==> config.mk <==
export PLATFORM = sky130hd
export DESIGN_NAME = mazeGameTop
export DESIGN_NICKNAME = d
export VERILOG_FILES = /design/src/mazeGame_pkg.sv /design/src/mazeGameTop.sv /design/src/mazeTileMap.sv /design/src/objectsMux.sv /design/src/pixelGenerator.sv /design/src/playerSprite.sv
export VERILOG_INCLUDE_DIRS = /design/src
export SDC_FILE = /design/constraint.sdc
export NUM_CORES = 1
export LEC_CHECK = 0
export BUFFER_PORTS_ARGS = -buffer_cell sky130_fd_sc_hd__buf_2
export CAP_MARGIN = 25
export CELL_PAD_IN_SITES_DETAIL_PLACEMENT = 1
export CELL_PAD_IN_SITES_GLOBAL_PLACEMENT = 1
export CORE_ASPECT_RATIO = 1.2
export CORE_MARGIN = 2
export CORE_UTILIZATION = 45
export CTS_BUF_LIST = sky130_fd_sc_hd__clkbuf_2 sky130_fd_sc_hd__clkbuf_4 sky130_fd_sc_hd__clkbuf_8
export DETAILED_ROUTE_END_ITERATION = 10
export PLACE_DENSITY = 0.85
export SLEW_MARGIN = 20
export SYNTH_ARGS = -nofsm -noshare
export SYNTH_HDL_FRONTEND = slang
export SYNTH_HIERARCHICAL = 1
export SYNTH_SLANG_ARGS = --single-unit
==> constraint.sdc <==
create_clock -name clk -period 6.65 [get_ports clk]
set_input_delay 0.9975 -clock clk [delete_from_list [all_inputs] [get_ports clk]]
set_output_delay 0.9975 -clock clk [all_outputs]
set_load 0.005 [all_outputs]
==> src/mazeGame_cfg.svh <==
// Raster, grid and color constants for the maze game screen.
// Include this in any module that needs the VGA timing, tile grid
// or the shared color codes.

`ifndef MAZEGAME_CFG_SVH
`define MAZEGAME_CFG_SVH

// raster timing, one pixel per clock
`define MG_H_ACTIVE     640
`define MG_V_ACTIVE     480
`define MG_H_TOTAL      800   // pixels per line incl. blanking
`define MG_V_TOTAL      525   // lines per frame incl. blanking

// tile grid, 16x16 tiles covering pixels 0..479 on both axes
`define MG_TILE_SHIFT   4
`define MG_GRID_TILES   30

// 8-bit RGB codes
`define MG_WALL_COLOR   8'h5B
`define MG_PLAYER_COLOR 8'hE0
`define MG_BACK_COLOR   8'h25   // background inside active video
`define MG_TRANSPARENT  8'hFF   // sent by an object that is not drawing

// player start tile
`define MG_START_COL    1
`define MG_START_ROW    1

`endif

==> src/mazeGame_pkg.sv <==
// Shared types for the maze game: the tile kind held in the wall map
// and the direction carried with a move strobe.
// Referenced by scoped name from the modules that need them.

`default_nettype none

package mazeGame_pkg;

	// one bit per tile
	typedef enum logic
	{
		tileFree,
		tileWall
	} tileType;

	typedef enum logic [1:0]
	{
		dirUp,
		dirDown,
		dirLeft,
		dirRight
	} moveDir;

endpackage

`default_nettype wire

==> src/mazeGameTop.sv <==
// Top level of the maze game screen. Connects the raster generator,
// the maze and player drawing objects and the output mux.

`timescale 1ns/1ps
`default_nettype none

module mazeGameTop
(
	input  logic                 clk,
	input  logic                 resetN,
	input  logic                 moveStrobe,
	input  mazeGame_pkg::moveDir moveDir,
	output logic [10:0]          pixelX,
	output logic [10:0]          pixelY,
	output logic [7:0]           rgbOut,
	output logic [4:0]           playerCol,
	output logic [4:0]           playerRow
);

	logic       videoActive;
	logic       startOfFrame;
	logic       mazeDraw;
	logic [7:0] mazeRgb;
	logic       queryWall;
	logic [4:0] queryCol;
	logic [4:0] queryRow;
	logic       playerDraw;
	logic [7:0] playerRgb;

	pixelGenerator i_pixelGenerator (
		.clk(clk), .resetN(resetN), .pixelX(pixelX), .pixelY(pixelY),
		.videoActive(videoActive), .startOfFrame(startOfFrame));

	mazeTileMap i_mazeTileMap (
		.clk(clk), .resetN(resetN), .pixelX(pixelX), .pixelY(pixelY),
		.queryCol(queryCol), .queryRow(queryRow),
		.mazeDraw(mazeDraw), .mazeRgb(mazeRgb), .queryWall(queryWall));

	playerSprite i_playerSprite (
		.clk(clk), .resetN(resetN), .pixelX(pixelX), .pixelY(pixelY),
		.startOfFrame(startOfFrame), .moveStrobe(moveStrobe), .moveDir(moveDir),
		.queryWall(queryWall), .queryCol(queryCol), .queryRow(queryRow),
		.playerCol(playerCol), .playerRow(playerRow),
		.playerDraw(playerDraw), .playerRgb(playerRgb));

	objectsMux i_objectsMux (
		.clk(clk), .resetN(resetN), .videoActive(videoActive),
		.playerDraw(playerDraw), .playerRgb(playerRgb),
		.mazeDraw(mazeDraw), .mazeRgb(mazeRgb), .rgbOut(rgbOut));

endmodule

`default_nettype wire

==> src/mazeTileMap.sv <==
// Maze tile map drawing object. The 30 x 30 wall map follows a fixed rule:
// border tiles and tiles with even column and even row are walls.
// Drives a registered wall drawing request per pixel, plus a combinational
// tile query port used by the game logic to test a tile for a wall.

`timescale 1ns/1ps
`include "mazeGame_cfg.svh"
`default_nettype none

module mazeTileMap
(
	input  logic        clk,
	input  logic        resetN,
	input  logic [10:0] pixelX,
	input  logic [10:0] pixelY,
	input  logic [4:0]  queryCol,
	input  logic [4:0]  queryRow,
	output logic        mazeDraw,
	output logic [7:0]  mazeRgb,
	output logic        queryWall
);

	localparam int LastTile   = `MG_GRID_TILES - 1;
	localparam int GridPixels = `MG_GRID_TILES << `MG_TILE_SHIFT;   // 480

	mazeGame_pkg::tileType wallMap [0:LastTile][0:LastTile];       // [row][col]

	logic [4:0] tileCol;
	logic [4:0] tileRow;
	logic       insideGrid;
	logic       queryInRange;

	// map is fixed at elaboration
	for (genvar r = 0; r < `MG_GRID_TILES; r++)
	begin : genRow
		for (genvar c = 0; c < `MG_GRID_TILES; c++)
		begin : genCol
			localparam bit IsBorder = (r == 0) || (r == LastTile) || (c == 0) || (c == LastTile);
			localparam bit IsPillar = (r % 2 == 0) && (c % 2 == 0);

			assign wallMap[r][c] = (IsBorder || IsPillar) ? mazeGame_pkg::tileWall
			                                              : mazeGame_pkg::tileFree;
		end
	end

	// pixel to tile index, valid only inside the grid
	assign insideGrid = (pixelX < 11'(GridPixels)) && (pixelY < 11'(GridPixels));
	assign tileCol    = 5'(pixelX >> `MG_TILE_SHIFT);
	assign tileRow    = 5'(pixelY >> `MG_TILE_SHIFT);

	always_ff @(posedge clk or negedge resetN)
	begin
		if (!resetN)
		begin
			mazeDraw <= 1'b0;
			mazeRgb  <= `MG_TRANSPARENT;
		end
		else if (insideGrid)
		begin
			mazeDraw <= (wallMap[tileRow][tileCol] == mazeGame_pkg::tileWall);
			mazeRgb  <= `MG_WALL_COLOR;
		end
		else
		begin
			mazeDraw <= 1'b0;
			mazeRgb  <= `MG_TRANSPARENT;   // nothing to show outside the grid
		end
	end

	// second read port for game logic, off-grid tiles count as walls
	assign queryInRange = (queryCol <= 5'(LastTile)) && (queryRow <= 5'(LastTile));
	assign queryWall    = queryInRange ? (wallMap[queryRow][queryCol] == mazeGame_pkg::tileWall)
	                                   : 1'b1;

endmodule

`default_nettype wire

==> src/objectsMux.sv <==
// Fixed-priority object mux for the single RGB output.
// Player beats maze, maze beats background; blanking is forced to black.
// Adds one register, so rgbOut trails the pixel counters by two cycles.

`timescale 1ns/1ps
`include "mazeGame_cfg.svh"
`default_nettype none

module objectsMux
(
	input  logic       clk,
	input  logic       resetN,
	input  logic       videoActive,
	input  logic       playerDraw,
	input  logic [7:0] playerRgb,
	input  logic       mazeDraw,
	input  logic [7:0] mazeRgb,
	output logic [7:0] rgbOut
);

	logic activeDly;   // videoActive lined up with the object outputs

	always_ff @(posedge clk or negedge resetN)
	begin
		if (!resetN)
		begin
			activeDly <= 1'b0;
			rgbOut    <= 8'h00;
		end
		else
		begin
			activeDly <= videoActive;

			if (playerDraw)
				rgbOut <= playerRgb;
			else if (mazeDraw)
				rgbOut <= mazeRgb;
			else if (activeDly)
				rgbOut <= `MG_BACK_COLOR;
			else
				rgbOut <= 8'h00;   // blanking
		end
	end

endmodule

`default_nettype wire

==> src/pixelGenerator.sv <==
// VGA-style raster counter. Walks every pixel of an 800 x 525 frame,
// one per clock, and flags the 640 x 480 visible area and frame start.

`timescale 1ns/1ps
`include "mazeGame_cfg.svh"
`default_nettype none

module pixelGenerator
(
	input  logic        clk,
	input  logic        resetN,
	output logic [10:0] pixelX,
	output logic [10:0] pixelY,
	output logic        videoActive,
	output logic        startOfFrame
);

	logic [10:0] hCount;
	logic [10:0] vCount;
	logic        lineEnd;
	logic        frameEnd;

	assign lineEnd  = (hCount == 11'(`MG_H_TOTAL - 1));
	assign frameEnd = (vCount == 11'(`MG_V_TOTAL - 1));

	always_ff @(posedge clk or negedge resetN)
	begin
		if (!resetN)
		begin
			hCount <= '0;
			vCount <= '0;
		end
		else if (lineEnd)
		begin
			hCount <= '0;
			// vertical counter steps once per line
			if (frameEnd)
				vCount <= '0;
			else
				vCount <= vCount + 11'd1;
		end
		else
		begin
			hCount <= hCount + 11'd1;
		end
	end

	assign pixelX = hCount;
	assign pixelY = vCount;

	assign videoActive  = (hCount < 11'(`MG_H_ACTIVE)) && (vCount < 11'(`MG_V_ACTIVE));
	assign startOfFrame = (hCount == '0) && (vCount == '0); // one cycle at pixel (0,0)

endmodule

`default_nettype wire

==> src/playerSprite.sv <==
// Player sprite drawing object. Keeps the player tile, latches the last
// move strobe as a pending move and applies it at frame start unless the
// maze reports a wall at the target tile. Draws the whole player tile.

`timescale 1ns/1ps
`include "mazeGame_cfg.svh"
`default_nettype none

module playerSprite
(
	input  logic                 clk,
	input  logic                 resetN,
	input  logic [10:0]          pixelX,
	input  logic [10:0]          pixelY,
	input  logic                 startOfFrame,
	input  logic                 moveStrobe,
	input  mazeGame_pkg::moveDir moveDir,
	input  logic                 queryWall,
	output logic [4:0]           queryCol,
	output logic [4:0]           queryRow,
	output logic [4:0]           playerCol,
	output logic [4:0]           playerRow,
	output logic                 playerDraw,
	output logic [7:0]           playerRgb
);

	logic                  pendingValid;
	mazeGame_pkg::moveDir  pendingDir;
	mazeGame_pkg::tileType targetType;
	logic                  onPlayerTile;

	// target tile of the pending move, sent to the maze as a query
	always_comb
	begin
		queryCol = playerCol;
		queryRow = playerRow;
		case (pendingDir)
			mazeGame_pkg::dirUp:    queryRow = playerRow - 5'd1;
			mazeGame_pkg::dirDown:  queryRow = playerRow + 5'd1;
			mazeGame_pkg::dirLeft:  queryCol = playerCol - 5'd1;
			mazeGame_pkg::dirRight: queryCol = playerCol + 5'd1;
			default: ;
		endcase
	end

	assign targetType = queryWall ? mazeGame_pkg::tileWall : mazeGame_pkg::tileFree;

	always_ff @(posedge clk or negedge resetN)
	begin
		if (!resetN)
		begin
			pendingValid <= 1'b0;
			pendingDir   <= mazeGame_pkg::dirUp;
			playerCol    <= 5'(`MG_START_COL);
			playerRow    <= 5'(`MG_START_ROW);
		end
		else
		begin
			if (startOfFrame && pendingValid && targetType == mazeGame_pkg::tileFree)
			begin
				playerCol <= queryCol;
				playerRow <= queryRow;
			end

			// a new strobe wins over the frame-start clear
			if (moveStrobe)
			begin
				pendingValid <= 1'b1;
				pendingDir   <= moveDir;
			end
			else if (startOfFrame)
				pendingValid <= 1'b0;   // applied or blocked, either way it is gone
		end
	end

	// full-width compare so pixels beyond the grid never alias onto a tile
	assign onPlayerTile = ((pixelX >> `MG_TILE_SHIFT) == 11'(playerCol)) &&
	                      ((pixelY >> `MG_TILE_SHIFT) == 11'(playerRow));

	always_ff @(posedge clk or negedge resetN)
	begin
		if (!resetN)
		begin
			playerDraw <= 1'b0;
			playerRgb  <= `MG_TRANSPARENT;
		end
		else
		begin
			playerDraw <= onPlayerTile;
			playerRgb  <= onPlayerTile ? `MG_PLAYER_COLOR : `MG_TRANSPARENT;
		end
	end

endmodule

`default_nettype wire
==> results of run 1 <==
## sequential cells by signal, indices dropped and copies added, names as in the netlist
name                         cells
i_mazeTileMap/mazeDraw           1
i_mazeTileMap/mazeRgb            1
i_objectsMux/activeDly           1
i_objectsMux/rgbOut              8
i_pixelGenerator/pixelX         11
i_pixelGenerator/pixelY         11
i_playerSprite/pendingDir        2
i_playerSprite/pendingValid      1
i_playerSprite/playerCol         5
i_playerSprite/playerDraw        1
i_playerSprite/playerRgb         1
i_playerSprite/playerRow         5
## per-layer routing
metal | track usage | vias to the layer above
met1 | 0.261 | 1128
met2 | 0.362 | 42
li1 | - | 1078
met5 | 0 | -
met3 | 0.0364 | 10
met4 | 0.0744 | 0
## Yosys cell counts, drive strengths merged (3+ instances only)
library cell	n
xnor2	23
buf	19
xor2	11
nand2b	3
or4	3
nand4	12
nor2	15
o21ai	14
a22o	5
nor4	6
nand2	17
mux2	8
a21o	3
a21oi	9
and4	3
and3	7
dfrtp	44
mux2i	10
nor3	3
nand3	11
o31ai	3
ha	10
inv	16
dfstp	4
## final timing paths
kind | end | slack, ps | depth (start not counted) | start
worst max-delay path | i_playerSprite/playerRow[1] | 2960 | 12 | i_playerSprite/pendingDir[1]
worst min-delay path | i_objectsMux/rgbOut[2] | 530 | 2 | i_playerSprite/playerRgb[3]
max in group asynchronous | i_playerSprite/playerRow[0] | 5380 | 2 | resetN
worst min register to register | i_objectsMux/rgbOut[2] | 530 | 2 | i_playerSprite/playerRgb[3]
worst max register to register | i_playerSprite/playerRow[1] | 2960 | 12 | i_playerSprite/pendingDir[1]
min in group asynchronous | i_pixelGenerator/pixelY[0] | 650 | 1 | resetN
## layout make-up
class                           count  share of cell area
Inverter                           16              0.0185
Clock buffer                        5              0.0212
Sequential cell                    48               0.371
Tap cell                           85              0.0327
Clock inverter                      3              0.0131
Multi-Input combinational cell    209               0.469
Timing Repair Buffer               45              0.0740
## kinds of logic (layout without fill, tap and decap cells)
group,Yosys count,after routing
other,2,8
adder cells (fa/ha/maj),12,12
AND/OR/NAND/NOR,92,92
flip-flops,48,48
buffers and inverters,35,69
multiplexers,18,18
XOR/XNOR,34,34
AO/OA/AOI/OAI,45,45
## tightest hold or removal path: stages, from the launching register on
cell and delay, ps:
dfstp_2 400, nand2_1 60, o21ai_1 60
## metrics by stage
stage,utilization,power [mW],hold WS [ps],cells,area [µm²]
2_1_floorplan,-,0.368,482,292,2930
3_3_place_gp,0.493,0.385,519,402,3120
3_5_place_dp,0.496,0.390,541,403,3140
4_1_cts,0.513,0.608,544,411,3250
5_1_grt,0.513,0.628,576,411,3250
6_report,0.513,0.600,535,411,3250
## where the power goes
group	leakage, nW	switching [mW]	internal [mW]
clock network	0.0541	0.104	0.111
logic	0.910	0.0395	0.0356
registers	0.608	0.0104	0.299
==> results.toml, run 1 <==
[status]
status = "finished, final reports clean"

[clock_network]
root_buffer = "clkbuf_8"
cts_tree = "yes"
clk_latency_ps = 310
clk_pin_slew_ps = 100
postCtsHoldBufs = 0
htree_levels = 2
clock_sinks = 48
post_cts_buffers = 0
post_cts_resized = 0
cts_buffer_depth = 2
numCtsBuffers = 5

[layout]
drive_gt1_frac = 0.221
antennaDiodeCount = 0
final_cell_mix = "dfrtp_1 (44), buf_2 (44), xnor2_1 (23)"
syn2layout_area_growth_pct = 11.6
ff_latch_area_um2 = 1210
fillers = 761
fin_nets = 342
multiInputGateArea_um2 = 1520

[synthesis]
ys.flop_type = "dfrtp_1"
synth-edff-count = 0
synthMuxAreaShare = 0.0653
yosys.area_share.adder = 0.0567
syn_area_um2 = 2910
synth_top_area_frac = 0.378
synth_top_family_by_area = "simple AND/OR/NAND/NOR gates"
synth_area_leaders = "dfrtp_1 (38%), xnor2_1 (6.9%), ha_1 (4.3%), buf_4 (3.6%), dfstp_2 (3.6%)"
ys_ff_latch = 48
synth_simple_gate_area_frac = 0.184
synth_compound_area_frac = 0.105
syn_inst = 286
yosys.area.top_type = "dfrtp_1"
syn_avg_cell_area_um2 = 10.2
async_flop_share = 1.00
ys_types = 51
ys_warn_count = 6
yosys.area_share.xor_xnor = 0.102
ys_seq_area_frac = 0.414

[global_route]
grt_pass1_wl_um = 11700
grt_max_degree = 29
grt_use_total = 0.209
grt_pass1_vias = 2320
grt_overflow = 0
antenna_found_initial = 0

[detailed_routing]
dr_wl_met2_um = 3650
wl_met1_um = 2990
drc_errors = 0
vias = 2258
via_per_inst = 5.49
met3_length_um = 190
wl_um = 6950
routedWlPerCell_um = 16.9
ant_nets = 0
top_layer = "met4"
first_pass_iters = 4
drt_iter0_markers = 87

[sta]
slew_headroom = 0.606
tns_ps = 0
setup_ws_ps = 2960
min_period_ps = 3690
slew_violations = 0
grt_setup_unrepaired = "false"
period_share = 0.555
setup_violations = 0
hold_violations = 0
worst_slew_pin_slew_ps = 591
fmax_mhz = 271
clock-skew-final_ps = 12.8

[die]
die_area_um2 = 7130
die_x_um = 77.4
core_um2 = 6330
start_util = 0.460
rows = 32
fp.dieH_um = 92.1
ioPinCount = 45

[placement]
hpwl_um = 5120
dp_slack_ps = 2980
port_buffers = 44
gp_congestion = 0.830

[pwr]
leakage_nw = 1.57
power.density_nw_per_um2 = 185
ir_drop_uv = 84.7

[worst_setup_path]
crit_arrival_ps = 3890
cp_common_cell = "nand2b_1"
critical_path_class = "reg -> reg"
cp-start-kind = "register"
end_kind = "register"
slowest_stage = "dfrtp_1"
slowest_delay_ps = 730
cp_cell_sequence = "nand2b_1 -> inv_1 -> fa_1 -> nand2b_1 -> o2bb2ai_1 -> mux2i_1 -> xnor2_1 -> or4_1 -> a21oi_1 -> or3_1 -> nand3b_1 -> mux2_2"
crit_family = "simple AND/OR/NAND/NOR gates"
crit_buf_inv = 1
cp.required_ps = 6850
path_max_fanout = 19

[hold_path]
hp-class = "reg -> reg"

[run]
cap_viol_max_count = 0
Power figures use the tool's default switching activity.
==> run 2, diff against run 1 <==
Settings changed: ABC_AREA from default to 1, CORE_UTILIZATION 45 to 44, PLACE_DENSITY 0.85 to 0.87.
Clock period 6.65 ns to 3.9 ns, I/O delays scaled along.
==> run 2 against run 1 <==
Against the previous run:
- cell area up 11%
- global-route usage increased by 1.4 points
- die area increased by 16%
- sequential share of layout area is 3.6 points lower
- first-iteration DRC count rose by 24%
- non-clock buffer count unchanged
- register-to-register slack got worse by 2500 ps
- via count rose by 31%
- synthesized area is 14% higher
- sequential power increased by 77%
- final cell count rose by 39%
- largest power group unchanged
==> results.toml, run 2 <==
[synthesis]
yosys.area.top_type = "dfrtp_1"
synth-edff-count = 0
ys_warn_count = 6
synthMostInstantiatedCell = "nand2_1"
syn_inst = 442
ys_seq_area_frac = 0.364
syn_area_um2 = 3310
ys_types = 38
yosys.area_share.adder = 0.0499
ys.flop_type = "dfrtp_1"
async_flop_share = 1.00
synth_compound_area_frac = 0.0540
synth_simple_gate_area_frac = 0.355
synthMuxAreaShare = 0.00340
synth.top_cells.by_count = "nand2_1 (119), nand3_1 (54), inv_1 (52)"
yosys.area_share.xor_xnor = 0.0525
synth_top_area_frac = 0.332
syn_avg_cell_area_um2 = 7.49
synth_top_family_by_area = "simple AND/OR/NAND/NOR gates"
synth_area_leaders = "dfrtp_1 (33%), nand2_1 (13%), nand3_1 (8.2%), inv_1 (5.9%), nor2_1 (4.4%)"
ys_ff_latch = 48

[layout]
fin_nets = 496
drive_gt1_frac = 0.173
antennaDiodeCount = 0
multiInputGateArea_um2 = 1740
ff_latch_area_um2 = 1210
syn2layout_area_growth_pct = 8.73
fillers = 962
final_cell_mix = "nand2_1 (119), nand3_1 (54), inv_1 (52)"
final_common_cell = "nand2_1"

[global_route]
antenna_found_initial = 0
grt_pass1_vias = 3044
grt_overflow = 0
grt_max_degree = 29
grt_use_total = 0.223
grt_pass1_wl_um = 14800

[clock_network]
postCtsHoldBufs = 0
htree_levels = 2
clk_pin_slew_ps = 90
root_buffer = "clkbuf_8"
cts_buffer_depth = 2
clk_latency_ps = 300
clock_sinks = 48
numCtsBuffers = 5
post_cts_resized = 0
cts_tree = "yes"
post_cts_buffers = 0

[die]
die_area_um2 = 8240
fp.dieH_um = 99.0
ioPinCount = 45
core_um2 = 7270
rows = 34
start_util = 0.455
die_x_um = 83.2

[worst_setup_path]
cp-start-kind = "register"
critical_path_class = "reg -> reg"
path_max_fanout = 17
crit_arrival_ps = 3640
end_kind = "register"
r2r-end = "i_playerSprite/playerRow[3]"
r2r_slack_ps = 450
ff2ff_path_depth = 18
cp.required_ps = 4090
r2r-start = "i_playerSprite/pendingDir[1]"

[pwr]
power.density_nw_per_um2 = 299
pwr-share-clk = 0.279
leakage_nw = 1.93
p_seq_frac = 0.509
report.power.total_mw = 1.08
power.switching_uw = 340
ir_drop_uv = 156
combPwrFrac = 0.211
p_sw_frac = 0.316
intPower_uw = 736

[detailed_routing]
dr_wl_met2_um = 4790
top_layer = "met4"
routedWlPerCell_um = 15.2
ant_nets = 0
met3_length_um = 201
wl_um = 8670
wl_met1_um = 3570
drt_iter0_markers = 108
via_per_inst = 5.20
first_pass_iters = 4
drc_errors = 0
vias = 2964

[hold_path]
hp-class = "in -> async"

[sta]
slew_headroom = 0.633
min_period_ps = 3450
slew_violations = 0
tns_ps = 0
fmax_mhz = 290
timing.hold.ws_ps = 244
period_share = 0.885
setup_ws_ps = 450
worst_slew_pin_slew_ps = 549
hold_violations = 0
setup_violations = 0
clock-skew-final_ps = 8.81
grt_setup_unrepaired = "false"

[placement]
gp_congestion = 0.839
port_buffers = 44
dp_slack_ps = 463
hpwl_um = 6850

[status]
status = "finished, final reports clean"

[run]
cap_viol_max_count = 0
[run 2: final cells by class]
| type | count | area share |
|---|---|---|
| inverter | 56 | 0.0605 |
| sequential | 48 | 0.335 |
| tap | 90 | 0.0313 |
| clock inverter | 3 | 0.00521 |
| timing repair buffer | 45 | 0.0667 |
| multi-input combinational | 323 | 0.482 |
| clock buffer | 5 | 0.0191 |
[run 2: stage by stage]
stage | cell area (µm²) | cells | utilization
finish | 3600 | 570 | 0.495
global route | 3600 | 570 | 0.495
CTS | 3600 | 570 | 0.495
detailed placement | 3510 | 562 | 0.483
global placement | 3490 | 561 | 0.480
floorplan | 3330 | 448 | -
[run 2: logic make-up (layout without fill, tap and decap cells)]
group           count (synthesis)  after routing
simple gates                  253            253
buf+inv                        77            109
flops                          48             48
compound gates                 30             30
xor+xnor                       19             19
fa+ha+maj                      12             12
other cells                     2              8
mux                             1              1
[run 2: worst max path at each step]
stage,from,end,slack [ps],depth (start not counted)
global placement,i_playerSprite/pendingDir[1],i_playerSprite/playerRow[4],710,16
finish,i_playerSprite/pendingDir[1],i_playerSprite/playerRow[3],450,18
global route,i_playerSprite/pendingDir[1],i_playerSprite/playerRow[3],110,18
floorplan,i_playerSprite/playerCol[0],i_playerSprite/playerRow[1],1360,16
CTS,i_playerSprite/pendingDir[1],i_playerSprite/playerRow[3],440,18
detailed placement,i_playerSprite/pendingDir[1],i_playerSprite/playerRow[3],460,18
[run 2: critical path, cell delays in order (launching register included)]
cell and delay [ps]:
dfrtp_1 650, inv_2 190, nand2_1 220, inv_1 90, fa_1 370, inv_1 110
nand2_1 90, nand2_1 70, nand2_1 60, nand2_1 60, nand3_1 90, and2_1 170
nand3_1 60, o21bai_1 110, nand3_1 140, nor3_4 520, inv_1 190, nand2_1 110
nand2_1 60
[run 2: power groups by stage]
| stage | clock network [mW] | registers (mW) | logic [mW] |
|---|---|---|---|
| floorplan | 0 | 0.548 | 0.168 |
| global placement | 0 | 0.558 | 0.214 |
| detailed placement | 0 | 0.559 | 0.230 |
| CTS | 0.311 | 0.549 | 0.231 |
| global route | 0.333 | 0.552 | 0.262 |
| finish | 0.301 | 0.548 | 0.227 |
[run 2: metal layers]
layer,vias to the layer above,global-route usage
met5,-,0
met4,0,0.0479
met3,9,0.0285
met1,1456,0.265
met2,44,0.426
li1,1455,-
